<file path="config.mk">
export PLATFORM = sky130hd
export DESIGN_NAME = instructionDecoder
export DESIGN_NICKNAME = d
export VERILOG_FILES = /design/src/cpuTypesPkg.sv /design/src/decodeInstrPkg.sv /design/src/decodeRt.sv /design/src/decodeSrcRegs.sv /design/src/instructionDecoder.sv
export VERILOG_INCLUDE_DIRS = /design/src
export SDC_FILE = /design/constraint.sdc
export NUM_CORES = 1
export LEC_CHECK = 0
export BUFFER_PORTS_ARGS = -buffer_cell sky130_fd_sc_hd__buf_2
export CAP_MARGIN = 20
export CORE_MARGIN = 5
export CORE_UTILIZATION = 46
export CTS_CLUSTER_DIAMETER = 80
export DETAILED_ROUTE_END_ITERATION = 7
export GPL_ROUTABILITY_DRIVEN = 0
export PLACE_DENSITY_LB_ADDON = 0.12
export SYNTH_ARGS = -nofsm -noshare
export SYNTH_HDL_FRONTEND = slang
export SYNTH_SLANG_ARGS = --single-unit
</file>
<file path="constraint.sdc">
create_clock -name clk -period 4.3 [get_ports clk]
set_input_delay 0.43 -clock clk [delete_from_list [all_inputs] [get_ports clk]]
set_output_delay 0.43 -clock clk [all_outputs]
set_load 0.02 [all_outputs]
</file>
<file path="src/decode_config.svh">
// Decode stage configuration
// Word widths and the fixed register numbers shared by the register decoders
// and the instruction format package

`ifndef DECODE_CONFIG_SVH
`define DECODE_CONFIG_SVH

// Width of one fetched instruction word
`define INSTR_W 64

// Width of an architectural register number, wide enough for the banked copies
`define AREG_W 8

// Fixed register numbers used by the implied-target instructions
`define LINK_REG 59
`define LOOP_REG 55
`define SP_REG 31

// First of the four per-mode stack pointer copies, indexed by operating mode
`define SP_BANK_BASE 32

`endif

</file>
<file path="src/cpuTypesPkg.sv">
// CPU-wide types
// Operating mode, architectural register numbers and the decoded register
// record passed from the decode stage to rename

`include "decode_config.svh"

package cpuTypesPkg;

	// Privilege level, also used as the index of the banked stack pointer
	typedef enum logic [1:0]
	{
		OM_USER       = 2'd0,
		OM_SUPERVISOR = 2'd1,
		OM_HYPERVISOR = 2'd2,
		OM_MACHINE    = 2'd3
	} operatingModeT;

	// Architectural register number after banking
	typedef logic [`AREG_W-1:0] aregnoT;

	// Register specifiers of one instruction
	// rtz marks a discarded result, rtn a negated target
	typedef struct packed
	{
		aregnoT rt;
		logic   rtz;
		logic   rtn;
		aregnoT ra;
		aregnoT rb;
	} decodedRegsT;

endpackage

</file>
<file path="src/decodeInstrPkg.sv">
// Instruction format definitions
// Opcode and function encodings plus the layouts that one instruction word
// can be read through; the opcode sits in bits 6:0 in every layout

`include "decode_config.svh"

package decodeInstrPkg;

	// ======================================================================
	// Encodings
	// ======================================================================

	// Major opcodes seen by the register decoders
	typedef enum logic [6:0]
	{
		OP_R2    = 7'h02,
		OP_ADDI  = 7'h04,
		OP_ANDI  = 7'h08,
		OP_ORI   = 7'h09,
		OP_SHIFT = 7'h0C,
		OP_CSR   = 7'h0F,
		OP_MOV   = 7'h12,
		OP_LDx   = 7'h20,
		OP_STx   = 7'h24,
		OP_Bcc   = 7'h28,
		OP_BSR   = 7'h30,
		OP_JSR   = 7'h31,
		OP_RTD   = 7'h34,
		OP_DBRA  = 7'h35,
		OP_MCB   = 7'h38
	} opcodeT;

	// Function codes of the register-register group
	// Codes not listed here are undefined and write no register
	typedef enum logic [6:0]
	{
		FN_ADD  = 7'h04,
		FN_SUB  = 7'h05,
		FN_AND  = 7'h08,
		FN_OR   = 7'h09,
		FN_EOR  = 7'h0A,
		FN_SLT  = 7'h10,
		FN_SLTU = 7'h11,
		FN_ZSEQ = 7'h18,
		FN_MUL  = 7'h20
	} funcT;

	// ======================================================================
	// Formats
	// ======================================================================

	// A register field carries a negate bit above the register number
	typedef struct packed
	{
		logic       n;
		logic [5:0] num;
	} regFieldT;

	// Generic view, only good for finding the opcode
	typedef struct packed
	{
		logic [`INSTR_W-8:0] rest;
		opcodeT              opcode;
	} anyFmtT;

	// Register-register layout, also used by immediates, loads and stores
	// The top bit selects the raw register form of MOV
	typedef struct packed
	{
		logic                 movAlt;
		logic [`INSTR_W-37:0] rest;
		funcT                 func;
		regFieldT             rb;
		regFieldT             ra;
		regFieldT             rt;
		opcodeT               opcode;
	} r2FmtT;

	// Conditional branch, inc nonzero means Ra is also updated
	typedef struct packed
	{
		logic [`INSTR_W-24:0] disp;
		logic [1:0]           inc;
		regFieldT             rb;
		regFieldT             ra;
		opcodeT               opcode;
	} brFmtT;

	// Multi-way call/branch, lk saves the return address in the link register
	typedef struct packed
	{
		logic [`INSTR_W-9:0] target;
		logic                lk;
		opcodeT              opcode;
	} mcbFmtT;

	// One fetched word, read through whichever layout the opcode calls for
	typedef union packed
	{
		anyFmtT any;
		r2FmtT  r2;
		brFmtT  br;
		mcbFmtT mcb;
	} instructionT;

endpackage

</file>
<file path="src/decodeRt.sv">
// Target register decoder
// Finds the architectural destination of an instruction, maps the stack
// pointer to its per-mode copy and flags zero and negated targets

`timescale 1ns/10ps

`include "decode_config.svh"

module decodeRt
	import cpuTypesPkg::*;
	import decodeInstrPkg::*;
(
	input  instructionT   instr,
	input  operatingModeT om,
	output aregnoT        rt,
	output logic          rtz,
	output logic          rtn
);

	// Target before stack pointer banking
	aregnoT rtRaw;
	// Raw register form of MOV bypasses banking
	logic movRaw;

	// ======================================================================
	// Target selection
	// ======================================================================

	always_comb
	begin
		rtRaw = '0;
		case (instr.any.opcode)
		OP_R2:
			begin
				// Only defined functions write the Rt field
				if (instr.r2.func inside {FN_ADD, FN_SUB, FN_AND, FN_OR, FN_EOR,
					FN_SLT, FN_SLTU, FN_ZSEQ, FN_MUL})
					rtRaw = aregnoT'(instr.r2.rt.num);
				else
					rtRaw = '0;
			end
		OP_ADDI, OP_ANDI, OP_ORI:
			rtRaw = aregnoT'(instr.r2.rt.num);
		OP_SHIFT, OP_CSR, OP_MOV:
			rtRaw = aregnoT'(instr.r2.rt.num);
		OP_LDx:
			rtRaw = aregnoT'(instr.r2.rt.num);
		// Calls place the return address in Rt
		OP_BSR, OP_JSR:
			rtRaw = aregnoT'(instr.r2.rt.num);
		OP_MCB:
			rtRaw = instr.mcb.lk ? aregnoT'(`LINK_REG) : '0;
		// Return pops the stack so the stack pointer is written
		OP_RTD:
			rtRaw = aregnoT'(`SP_REG);
		// Decrement and branch counts down in the loop register
		OP_DBRA:
			rtRaw = aregnoT'(`LOOP_REG);
		OP_Bcc:
			rtRaw = (|instr.br.inc) ? aregnoT'(instr.br.ra.num) : '0;
		// Stores and anything unknown write nothing
		default:
			rtRaw = '0;
		endcase
	end

	// ======================================================================
	// Banking and flags
	// ======================================================================

	assign movRaw = (instr.any.opcode == OP_MOV) && instr.r2.movAlt;

	always_comb
	begin
		rt = rtRaw;
		// Register 31 names the stack pointer of the current mode
		if ((rtRaw == aregnoT'(`SP_REG)) && !movRaw)
			rt = aregnoT'(`SP_BANK_BASE) + aregnoT'(om);
	end

	// BSR reuses the negate bit position, so it never negates
	assign rtn = (instr.any.opcode == OP_BSR) ? 1'b0 : instr.r2.rt.n;

	// A zero target means the result is discarded
	assign rtz = (rt == '0);

endmodule

</file>
<file path="src/decodeSrcRegs.sv">
// Source register decoder
// Picks the Ra and Rb operands of an instruction and maps the stack
// pointer to the copy belonging to the current operating mode

`timescale 1ns/10ps

`include "decode_config.svh"

module decodeSrcRegs
	import cpuTypesPkg::*;
	import decodeInstrPkg::*;
(
	input  instructionT   instr,
	input  operatingModeT om,
	output aregnoT        ra,
	output aregnoT        rb
);

	// Register numbers straight from the fields
	aregnoT raRaw;
	aregnoT rbRaw;

	// Swap register 31 for the per-mode stack pointer
	function automatic aregnoT bankSp(input aregnoT r, input operatingModeT m);
		if (r == aregnoT'(`SP_REG))
			return aregnoT'(`SP_BANK_BASE) + aregnoT'(m);
		return r;
	endfunction

	always_comb
	begin
		case (instr.any.opcode)
		// These carry no Ra field
		OP_MCB, OP_RTD, OP_DBRA:
			raRaw = '0;
		OP_Bcc:
			raRaw = aregnoT'(instr.br.ra.num);
		default:
			raRaw = aregnoT'(instr.r2.ra.num);
		endcase

		// Only register-register, store and branch forms read Rb
		case (instr.any.opcode)
		OP_R2, OP_STx:
			rbRaw = aregnoT'(instr.r2.rb.num);
		OP_Bcc:
			rbRaw = aregnoT'(instr.br.rb.num);
		default:
			rbRaw = '0;
		endcase
	end

	assign ra = bankSp(raRaw, om);
	assign rb = bankSp(rbRaw, om);

endmodule

</file>
<file path="src/instructionDecoder.sv">
// Register specifier decode stage
// Runs the target and source decoders on the incoming word and registers
// the combined result one cycle after the valid strobe

`timescale 1ns/10ps

module instructionDecoder
	import cpuTypesPkg::*;
	import decodeInstrPkg::*;
(
	input  logic          clk,
	input  logic          rstN,
	input  logic          instrValid,
	input  instructionT   instr,
	input  operatingModeT om,
	output logic          decValid,
	output decodedRegsT   dec
);

	// Combinational decoder outputs
	aregnoT rtC;
	logic   rtzC;
	logic   rtnC;
	aregnoT raC;
	aregnoT rbC;

	// Merged result waiting for the clock edge
	decodedRegsT decNext;

	// ======================================================================
	// Decoders
	// ======================================================================

	decodeRt uRt
	(
		.instr (instr),
		.om    (om),
		.rt    (rtC),
		.rtz   (rtzC),
		.rtn   (rtnC)
	);

	decodeSrcRegs uSrc
	(
		.instr (instr),
		.om    (om),
		.ra    (raC),
		.rb    (rbC)
	);

	assign decNext = '{rt: rtC, rtz: rtzC, rtn: rtnC, ra: raC, rb: rbC};

	// ======================================================================
	// Output register
	// ======================================================================

	// Each strobe produces exactly one cycle of decValid, no stalling
	always_ff @(posedge clk)
	begin
		if (!rstN)
		begin
			decValid <= 1'b0;
			dec      <= '0;
		end
		else
		begin
			decValid <= instrValid;
			// Hold the last result while idle
			if (instrValid)
				dec <= decNext;
		end
	end

endmodule

</file>
==> results_dict.tcl, run 1 <==
set metrics [dict create \
    postSynthCellCount 195 \
    io_pins 96 \
    worstPathCellList "buf_2 -> nor2_1 -> and4b_1 -> o21a_1 -> o31a_1 -> o22ai_1 -> o41a_1 -> o32ai_2" \
    critPathTopFamily "compound AO/OA/AOI/OAI gates" \
    post_drt_via_cell_ratio 5.66 \
    drt_first_pass_iters 4 \
    syn_area_sq_um 1530 \
    async_reset_ff_share_pct 0 \
    dp_hpwl_mm 3.36 \
    numPortBuffers 59 \
    postSynthAreaPerCell_sq_um 7.86 \
    cp-end-kind "flop" \
    place_inst 289 \
    yosys_register_bits 21 \
    finalNonFillerCells 293 \
    cts.path.max_buffers 2 \
    worst-path-stages 8 \
    cts_tree "yes" \
    ant_nets 0 \
    cts_resized 0 \
    area_growth_pct 19.3 \
    r2r_start "dec[4]" \
    grt_pass1_wl_mm 6.24 \
    crit_fanout 14 \
    numCtsBuffers 3 \
    critPathRequiredTime_ps 4520 \
    drive_gt1_share_pct 29.6 \
    slew_headroom_pct 62.1 \
    worst_r2r_path_depth 2 \
    yosys_warnings 0 \
    hold_path.class "primary input to flop" \
    period_minus_slack_ps 2490 \
    cts_setup_buffers 0 \
    final_cell_mix "buf_2, nand2_1, dfxtp_1" \
    finalSetupViolations 0 \
    grt.overflow.total 0 \
    min-delay-start "rstN" \
    grt_pass1_vias 1360 \
    finalSetupTns_ps 0 \
    die_y_microns 67.7 \
    synth_edf_count 0 \
    diodes 0 \
    final_common_cell "buf_2" \
    synth_top_flop_cell "dfxtp_1" \
    start_util_pct 46.7 \
    irDropWorstVdd_uv 156 \
    leakage_uw 0.000787 \
    cp-endpoint "dec[17]" \
    hold_viol_final 0 \
    drc 0 \
    cellPowerDensity_nw_per_um2 219 \
    drv_slew 0 \
    die_w_microns 67.7 \
    grt_setup_unrepaired "false" \
    drtIter0Drc 118 \
    grt_max_degree 23 \
    critPathArrivalTime_ps 2710 \
    drt-total-wl_mm 4.14 \
    tightest_slew_ps 564 \
    routedWlPerCell_microns 14.1 \
    cp_slowest_cell "and4b_1" \
    max_cap_violations 0 \
    reg2reg_slack_ps 3580 \
    die_area_sq_um 4590 \
    track_usage_pct 17.7 \
    cp_num_buf_inv 1 \
    cts_sinks 21 \
    start_kind "primary input" \
    status "complete, no violations" \
    fin_skew_ps 0 \
    path_class "primary input to flop" \
    insertion_delay_ps 300 \
    final_nets 317 \
    clkTransAtPathRegs_ps 120 \
    synth-seq-area-share_pct 27.4 \
    ys_types 58 \
    cts_max_level 1 \
    critPathLaunch "instr[0]" \
    cpPeakStageDelay_ps 570 \
    max_freq_mhz 402 \
    rows 21 \
    core-area_sq_um 3280 \
    finalCritPeriodShare_pct 57.8 \
    cts_hold_buf 0 \
    vias 1657 \
    r2r_end "dec[4]" \
    antenna_found_initial 0 \
    cts_root_buf "clkbuf_4" \
]
[cell usage after synthesis, drive strengths merged (3+ instances only)]
| cell | count | area, sq um |
|---|---|---|
| a21oi | 13 | 68.8 |
| a22o | 7 | 61.3 |
| nor4b | 3 | 26.3 |
| inv | 8 | 30.0 |
| nor2 | 13 | 48.8 |
| nand2 | 23 | 86.3 |
| or4 | 3 | 22.5 |
| nand3 | 5 | 25.0 |
| nor3 | 5 | 25.0 |
| and2 | 3 | 18.8 |
| nor3b | 3 | 32.5 |
| o311ai | 3 | 26.3 |
| a22oi | 6 | 45.0 |
| clkbuf | 5 | 20.0 |
| buf | 11 | 82.6 |
| a31oi | 5 | 37.5 |
| o21ai | 9 | 48.8 |
| o211ai | 8 | 60.1 |
| dfxtp | 21 | 420 |
| nand2b | 3 | 18.8 |
[how the worst min path moves through the flow]
stage,end,cells after the start
after floorplan,dec[22],2
after global routing,dec[4],2
final,dec[4],2
after global placement,dec[22],2
after detailed placement,dec[22],2
after CTS,dec[4],2
[routing by layer]
metal | wire (microns) | track usage (%)
met1 | 1940 | 24.2
met2 | 1880 | 28.2
met3 | 279 | 4.33
met4 | 34 | 3.29
met5 | 0 | 0
[power breakdown]
group / internal [uW] / switching, uW
clock: 34.7 / 60.4
sequential: 202 / 3.17
combinational: 38.3 / 62.3
total: 275 / 126
[registers in the layout, indices dropped and copies added (netlist names)]
| signal | count |
|---|---|
| decValid | 1 |
| dec | 20 |
[area by class of cell]
type / count / area, sq um
inverters: 9 / 33.8
well taps: 46 / 57.6
repair buffers: 59 / 295
clock inverters: 1 / 5.00
multi-input cells: 154 / 995
flip-flops and latches: 21 / 420
fillers: 344 / 1460
clock buffers: 3 / 22.5
[worst register-to-register path: cells and delay by family (launching register included)]
kind               cells  cell delay, ps
AOI/OAI and AO/OA      1             190
DFF                    1             320
and+or+nand+nor        1             120
[logic make-up (layout without fill, tap and decap cells)]
logic type      after synthesis  in the layout  share of synthesized area [%]
compound gates               74             74                           36.3
xor+xnor                      1              1                          0.572
buf+inv                      25             72                           8.90
flops                        21             21                           27.4
other cells                   1              6                          0.245
simple gates                 73             73                           26.5
[metrics by stage]
stage | cell area (sq um) | hold slack, ps | setup WS, ps | utilization, % | total power, uW
after global placement | 1800 | 448 | 1520 | 54.9 | 309
after floorplan | 1550 | 530 | 1950 | - | 272
after detailed placement | 1800 | 450 | 1530 | 54.9 | 309
final | 1830 | 435 | 1810 | 55.7 | 401
after global routing | 1830 | 420 | 1700 | 55.7 | 424
after CTS | 1830 | 426 | 1830 | 55.7 | 403
Power figures use the tool's default switching activity.
==> run 2: changes to the inputs <==
--- a/config.mk
+++ b/config.mk
@@ -9,7 +9,7 @@
 export BUFFER_PORTS_ARGS = -buffer_cell sky130_fd_sc_hd__buf_2
 export CAP_MARGIN = 20
 export CORE_MARGIN = 5
-export CORE_UTILIZATION = 46
+export CORE_UTILIZATION = 43
 export CTS_CLUSTER_DIAMETER = 80
 export DETAILED_ROUTE_END_ITERATION = 7
 export GPL_ROUTABILITY_DRIVEN = 0
==> constraint.sdc (replaced) <==
create_clock -name clk -period 2.38 [get_ports clk]
set_input_delay 0.238 -clock clk [delete_from_list [all_inputs] [get_ports clk]]
set_output_delay 0.238 -clock clk [all_outputs]
set_load 0.02 [all_outputs]
==> results_dict.tcl, run 2 (same netlist as run 1, synthesis figures left out) <==
set metrics [dict create \
    status "complete, no violations" \
    fin_skew_ps 0 \
    power_frac_comb_pct 27.3 \
    die_area_sq_um 4860 \
    core-area_sq_um 3390 \
    track_usage_pct 17.7 \
    diodes 0 \
    power_uw 744 \
    grt_pass1_wl_mm 7.20 \
    drive_gt1_share_pct 35.3 \
    top_regs "dec: 20 flops, decValid: 1 flops" \
    r2r_end "dec[4]" \
    grt.overflow.total 0 \
    numCtsBuffers 3 \
    start_util_pct 45.2 \
    max_freq_mhz 476 \
    insertion_delay_ps 310 \
    power.share.sequential_pct 49.7 \
    grt_pass1_vias 1598 \
    antenna_found_initial 0 \
    leakage_uw 0.000894 \
    grt_max_degree 23 \
    min-delay-start "rstN" \
    max_cap_violations 0 \
    finalCritPeriodShare_pct 88.3 \
    p_int_uw 512 \
    area_growth_pct 30.1 \
    crit_fanout 6 \
    r2r_start "dec[4]" \
    critPathRequiredTime_ps 2590 \
    period_minus_slack_ps 2100 \
    clkPwrFrac_pct 23.0 \
    start_kind "primary input" \
    critPathArrivalTime_ps 2320 \
    io_pins 96 \
    vias 1760 \
    cts_resized 0 \
    path_class "primary input to flop" \
    hold_end "dec[4]" \
    routedWlPerCell_microns 13.9 \
    clkTransAtPathRegs_ps 130 \
    hold_path.class "primary input to flop" \
    reg2reg_slack_ps 1670 \
    fin_ws_ps 279 \
    hold_depth 2 \
    final_nets 339 \
    drt_first_pass_iters 4 \
    dp_worst_setup_slack_ps -30.0 \
    cellPowerDensity_nw_per_um2 373 \
    finalSetupTns_ps 0 \
    cts_setup_buffers 0 \
    cts.path.max_buffers 2 \
    slew_headroom_pct 62.8 \
    final_common_cell "buf_2" \
    post_drt_via_cell_ratio 5.59 \
    grt_setup_unrepaired "false" \
    drv_slew 0 \
    drtIter0Drc 124 \
    largest_reg_flops 20 \
    sw_frac_of_total_pct 31.3 \
    finalSetupViolations 0 \
    rows 21 \
    cts_max_level 1 \
    ant_nets 0 \
    worst_r2r_path_depth 2 \
    cts_tree "yes" \
    cts_hold_buf 0 \
    tightest_slew_ps 551 \
    whs_ps 229 \
    die_y_microns 69.7 \
    final_cell_mix "buf_2, nand2_1, buf_4" \
    irDropWorstVdd_uv 291 \
    switchingPower_uw 233 \
    cp-end-kind "flop" \
    cts_sinks 21 \
    drt-total-wl_mm 4.38 \
    regMostFlops "dec" \
    dp_hpwl_mm 3.55 \
    cts_root_buf "clkbuf_4" \
    numPortBuffers 59 \
    hold_viol_final 0 \
    die_w_microns 69.7 \
    drc 0 \
]
==> run 2: worst max-delay path, cell delays in order <==
cell and delay (ps):
buf_2 130, nor4b_1 450, nor3b_2 270, o211ai_1 160, a31oi_2 240, o22ai_1 130
o41a_1 450, o32ai_2 240
==> run 2: power groups by stage <==
| stage | sequential (uW) | combinational [uW] | clock (uW) |
|---|---|---|---|
| 2_1_floorplan | 395 | 96.2 | 0 |
| 3_3_place_gp | 378 | 201 | 0 |
| 3_5_place_dp | 378 | 201 | 0 |
| 4_1_cts | 370 | 202 | 181 |
| 5_1_grt | 372 | 223 | 192 |
| 6_report | 370 | 203 | 171 |
==> run 2: worst max path at each step <==
stage | from | to | cells past startpoint
after floorplan | instr[0] | dec[8] | 11
after global placement | instr[5] | dec[17] | 8
after detailed placement | instr[5] | dec[17] | 8
after CTS | instr[5] | dec[17] | 8
after global routing | instr[5] | dec[19] | 9
final | instr[5] | dec[17] | 8
==> run 2: per-layer routing <==
metal / GRT usage (%) / wire length [microns]
met1: 24.0 / 1950
met2: 27.4 / 1980
met3: 5.22 / 393
met4: 4.68 / 62
met5: 0 / 0
==> run 2: through the flow <==
step	instance area [sq um]	instances	util [%]
final	1990	315	58.8
after floorplan	1550	200	-
after global placement	1970	311	58.0
after global routing	1990	315	58.8
after CTS	1990	315	58.8
after detailed placement	1970	311	58.0
==> run 2: layout make-up <==
class | count | area [sq um]
Fill cell | 327 | 1400
Sequential cell | 21 | 420
Tap cell | 46 | 57.6
Multi-Input combinational cell | 154 | 995
Clock buffer | 3 | 22.5
Timing Repair Buffer | 81 | 460
Clock inverter | 1 | 5.00
Inverter | 9 | 33.8
==> run 3: changes to the inputs <==
--- a/config.mk
+++ b/config.mk
@@ -9,7 +9,7 @@
 export BUFFER_PORTS_ARGS = -buffer_cell sky130_fd_sc_hd__buf_2
 export CAP_MARGIN = 20
 export CORE_MARGIN = 5
-export CORE_UTILIZATION = 43
+export CORE_UTILIZATION = 46
 export CTS_CLUSTER_DIAMETER = 80
 export DETAILED_ROUTE_END_ITERATION = 7
 export GPL_ROUTABILITY_DRIVEN = 0
==> constraint.sdc (replaced) <==
create_clock -name clk -period 2.7 [get_ports clk]
set_input_delay 0.54 -clock clk [delete_from_list [all_inputs] [get_ports clk]]
set_output_delay 0.54 -clock clk [all_outputs]
set_load 0.02 [all_outputs]
==> results_dict.tcl, run 3 (same netlist as run 1, synthesis figures left out) <==
set metrics [dict create \
    status "complete, no violations" \
    finalSetupViolations 0 \
    sw_frac_of_total_pct 30.9 \
    regMostFlops "dec" \
    grt_max_degree 23 \
    drt_first_pass_iters 4 \
    switchingPower_uw 200 \
    max_cap_violations 0 \
    diodes 0 \
    drc 0 \
    final_common_cell "buf_2" \
    whs_ps 460 \
    track_usage_pct 19.0 \
    postLayoutCellArea_sq_um 1960 \
    insertion_delay_ps 300 \
    critPathRequiredTime_ps 2900 \
    numCtsBuffers 3 \
    die_y_microns 67.7 \
    p_int_uw 447 \
    post_drt_via_cell_ratio 5.55 \
    max_freq_mhz 407 \
    power.share.sequential_pct 50.4 \
    cellPowerDensity_nw_per_um2 330 \
    placed_cell_area_sq_um 1940 \
    finalCritPeriodShare_pct 90.9 \
    cts_sinks 21 \
    cts.path.max_buffers 2 \
    largest_reg_flops 20 \
    start_kind "primary input" \
    drive_gt1_share_pct 34.3 \
    routed-wl-met3_microns 304 \
    irDropWorstVdd_uv 216 \
    seqCellArea_sq_um 420 \
    cp-end-kind "flop" \
    final_cell_mix "buf_2, nand2_1, dfxtp_1" \
    crit_fanout 8 \
    critPathArrivalTime_ps 2660 \
    drt-total-wl_mm 4.30 \
    wl_met1_mm 2.00 \
    drv_slew 0 \
    vias 1725 \
    period_minus_slack_ps 2450 \
    fill_cells 346 \
    start_util_pct 46.7 \
    ant_nets 0 \
    routedWlPerCell_microns 13.8 \
    area_growth_pct 28.2 \
    leakage_uw 0.000874 \
    multi_input_area_sq_um 995 \
    finalSetupTns_ps 0 \
    top_regs "dec: 20 flops, decValid: 1 flops" \
    grt_pass1_wl_mm 6.73 \
    hold_path.class "flop to flop" \
    die_w_microns 67.7 \
    fin_skew_ps 0 \
    grt_setup_unrepaired "false" \
    path_class "primary input to flop" \
    grt.overflow.total 0 \
    cts_setup_buffers 0 \
    cts_tree "yes" \
    clkTransAtPathRegs_ps 100 \
    cts_root_buf "clkbuf_4" \
    antenna_found_initial 0 \
    cts_hold_buf 0 \
    grt_pass1_vias 1498 \
    cts_max_level 1 \
    route.met2.wl_mm 1.97 \
    io_pins 96 \
    rows 21 \
    power_frac_comb_pct 26.8 \
    cts_resized 0 \
    dp_hpwl_mm 3.55 \
    slew_headroom_pct 66.8 \
    fin_util_pct 59.8 \
    hold_viol_final 0 \
    clkPwrFrac_pct 22.8 \
    tightest_slew_ps 494 \
    core-area_sq_um 3280 \
    die_area_sq_um 4590 \
    drtIter0Drc 107 \
    final_nets 335 \
    routed.top_layer "met4" \
    numPortBuffers 59 \
]
[run 3: routing by layer]
metal | vias to the layer above | global-route usage [%]
met2 | 65 | 31.6
met1 | 783 | 25.9
met4 | 0 | 2.78
li1 | 873 | -
met3 | 4 | 3.66
met5 | - | 0
[run 3: power by group through the flow]
stage	logic (uW)	registers, uW	clock network (uW)
6_report	174	326	148
5_1_grt	192	328	172
3_3_place_gp	171	333	0
4_1_cts	173	327	154
3_5_place_dp	172	333	0
2_1_floorplan	84.8	348	0
[run 3: path summary, 6_finish.rpt]
| check | startpoint | end | slack [ps] | cells past startpoint |
|---|---|---|---|---|
| setup / recovery | instr[5] | dec[17] | 250 | 8 |
| hold / removal | dec[22] | dec[22] | 460 | 2 |
| setup reg to reg | dec[4] | dec[4] | 1980 | 2 |
| hold reg to reg | dec[22] | dec[22] | 460 | 2 |
[run 3: metrics by stage]
| step | total power, uW | setup slack, ps | cells |
|---|---|---|---|
| 3_3_place_gp | 504 | -4.36 | 307 |
| 6_report | 647 | 246 | 311 |
| 3_5_place_dp | 505 | -67.6 | 307 |
| 5_1_grt | 692 | 65.5 | 311 |
| 2_1_floorplan | 433 | 239 | 200 |
| 4_1_cts | 653 | 241 | 311 |
[run 3: worst max-delay path, cell delays in order]
cell      delay (ps)
buf_2            140
nor4b_1          340
nor3b_2          290
o211ai_1         210
a31oi_2          290
o22ai_1          130
o41a_1           450
o32ai_2          260
[run 3: cell type report]
| type | count | share of cell area [%] |
|---|---|---|
| clock inverter | 1 | 0.255 |
| multi-input combinational | 154 | 50.6 |
| sequential | 21 | 21.4 |
| clock buffer | 3 | 1.15 |
| tap | 46 | 2.93 |
| inverter | 9 | 1.72 |
| timing repair buffer | 77 | 21.9 |
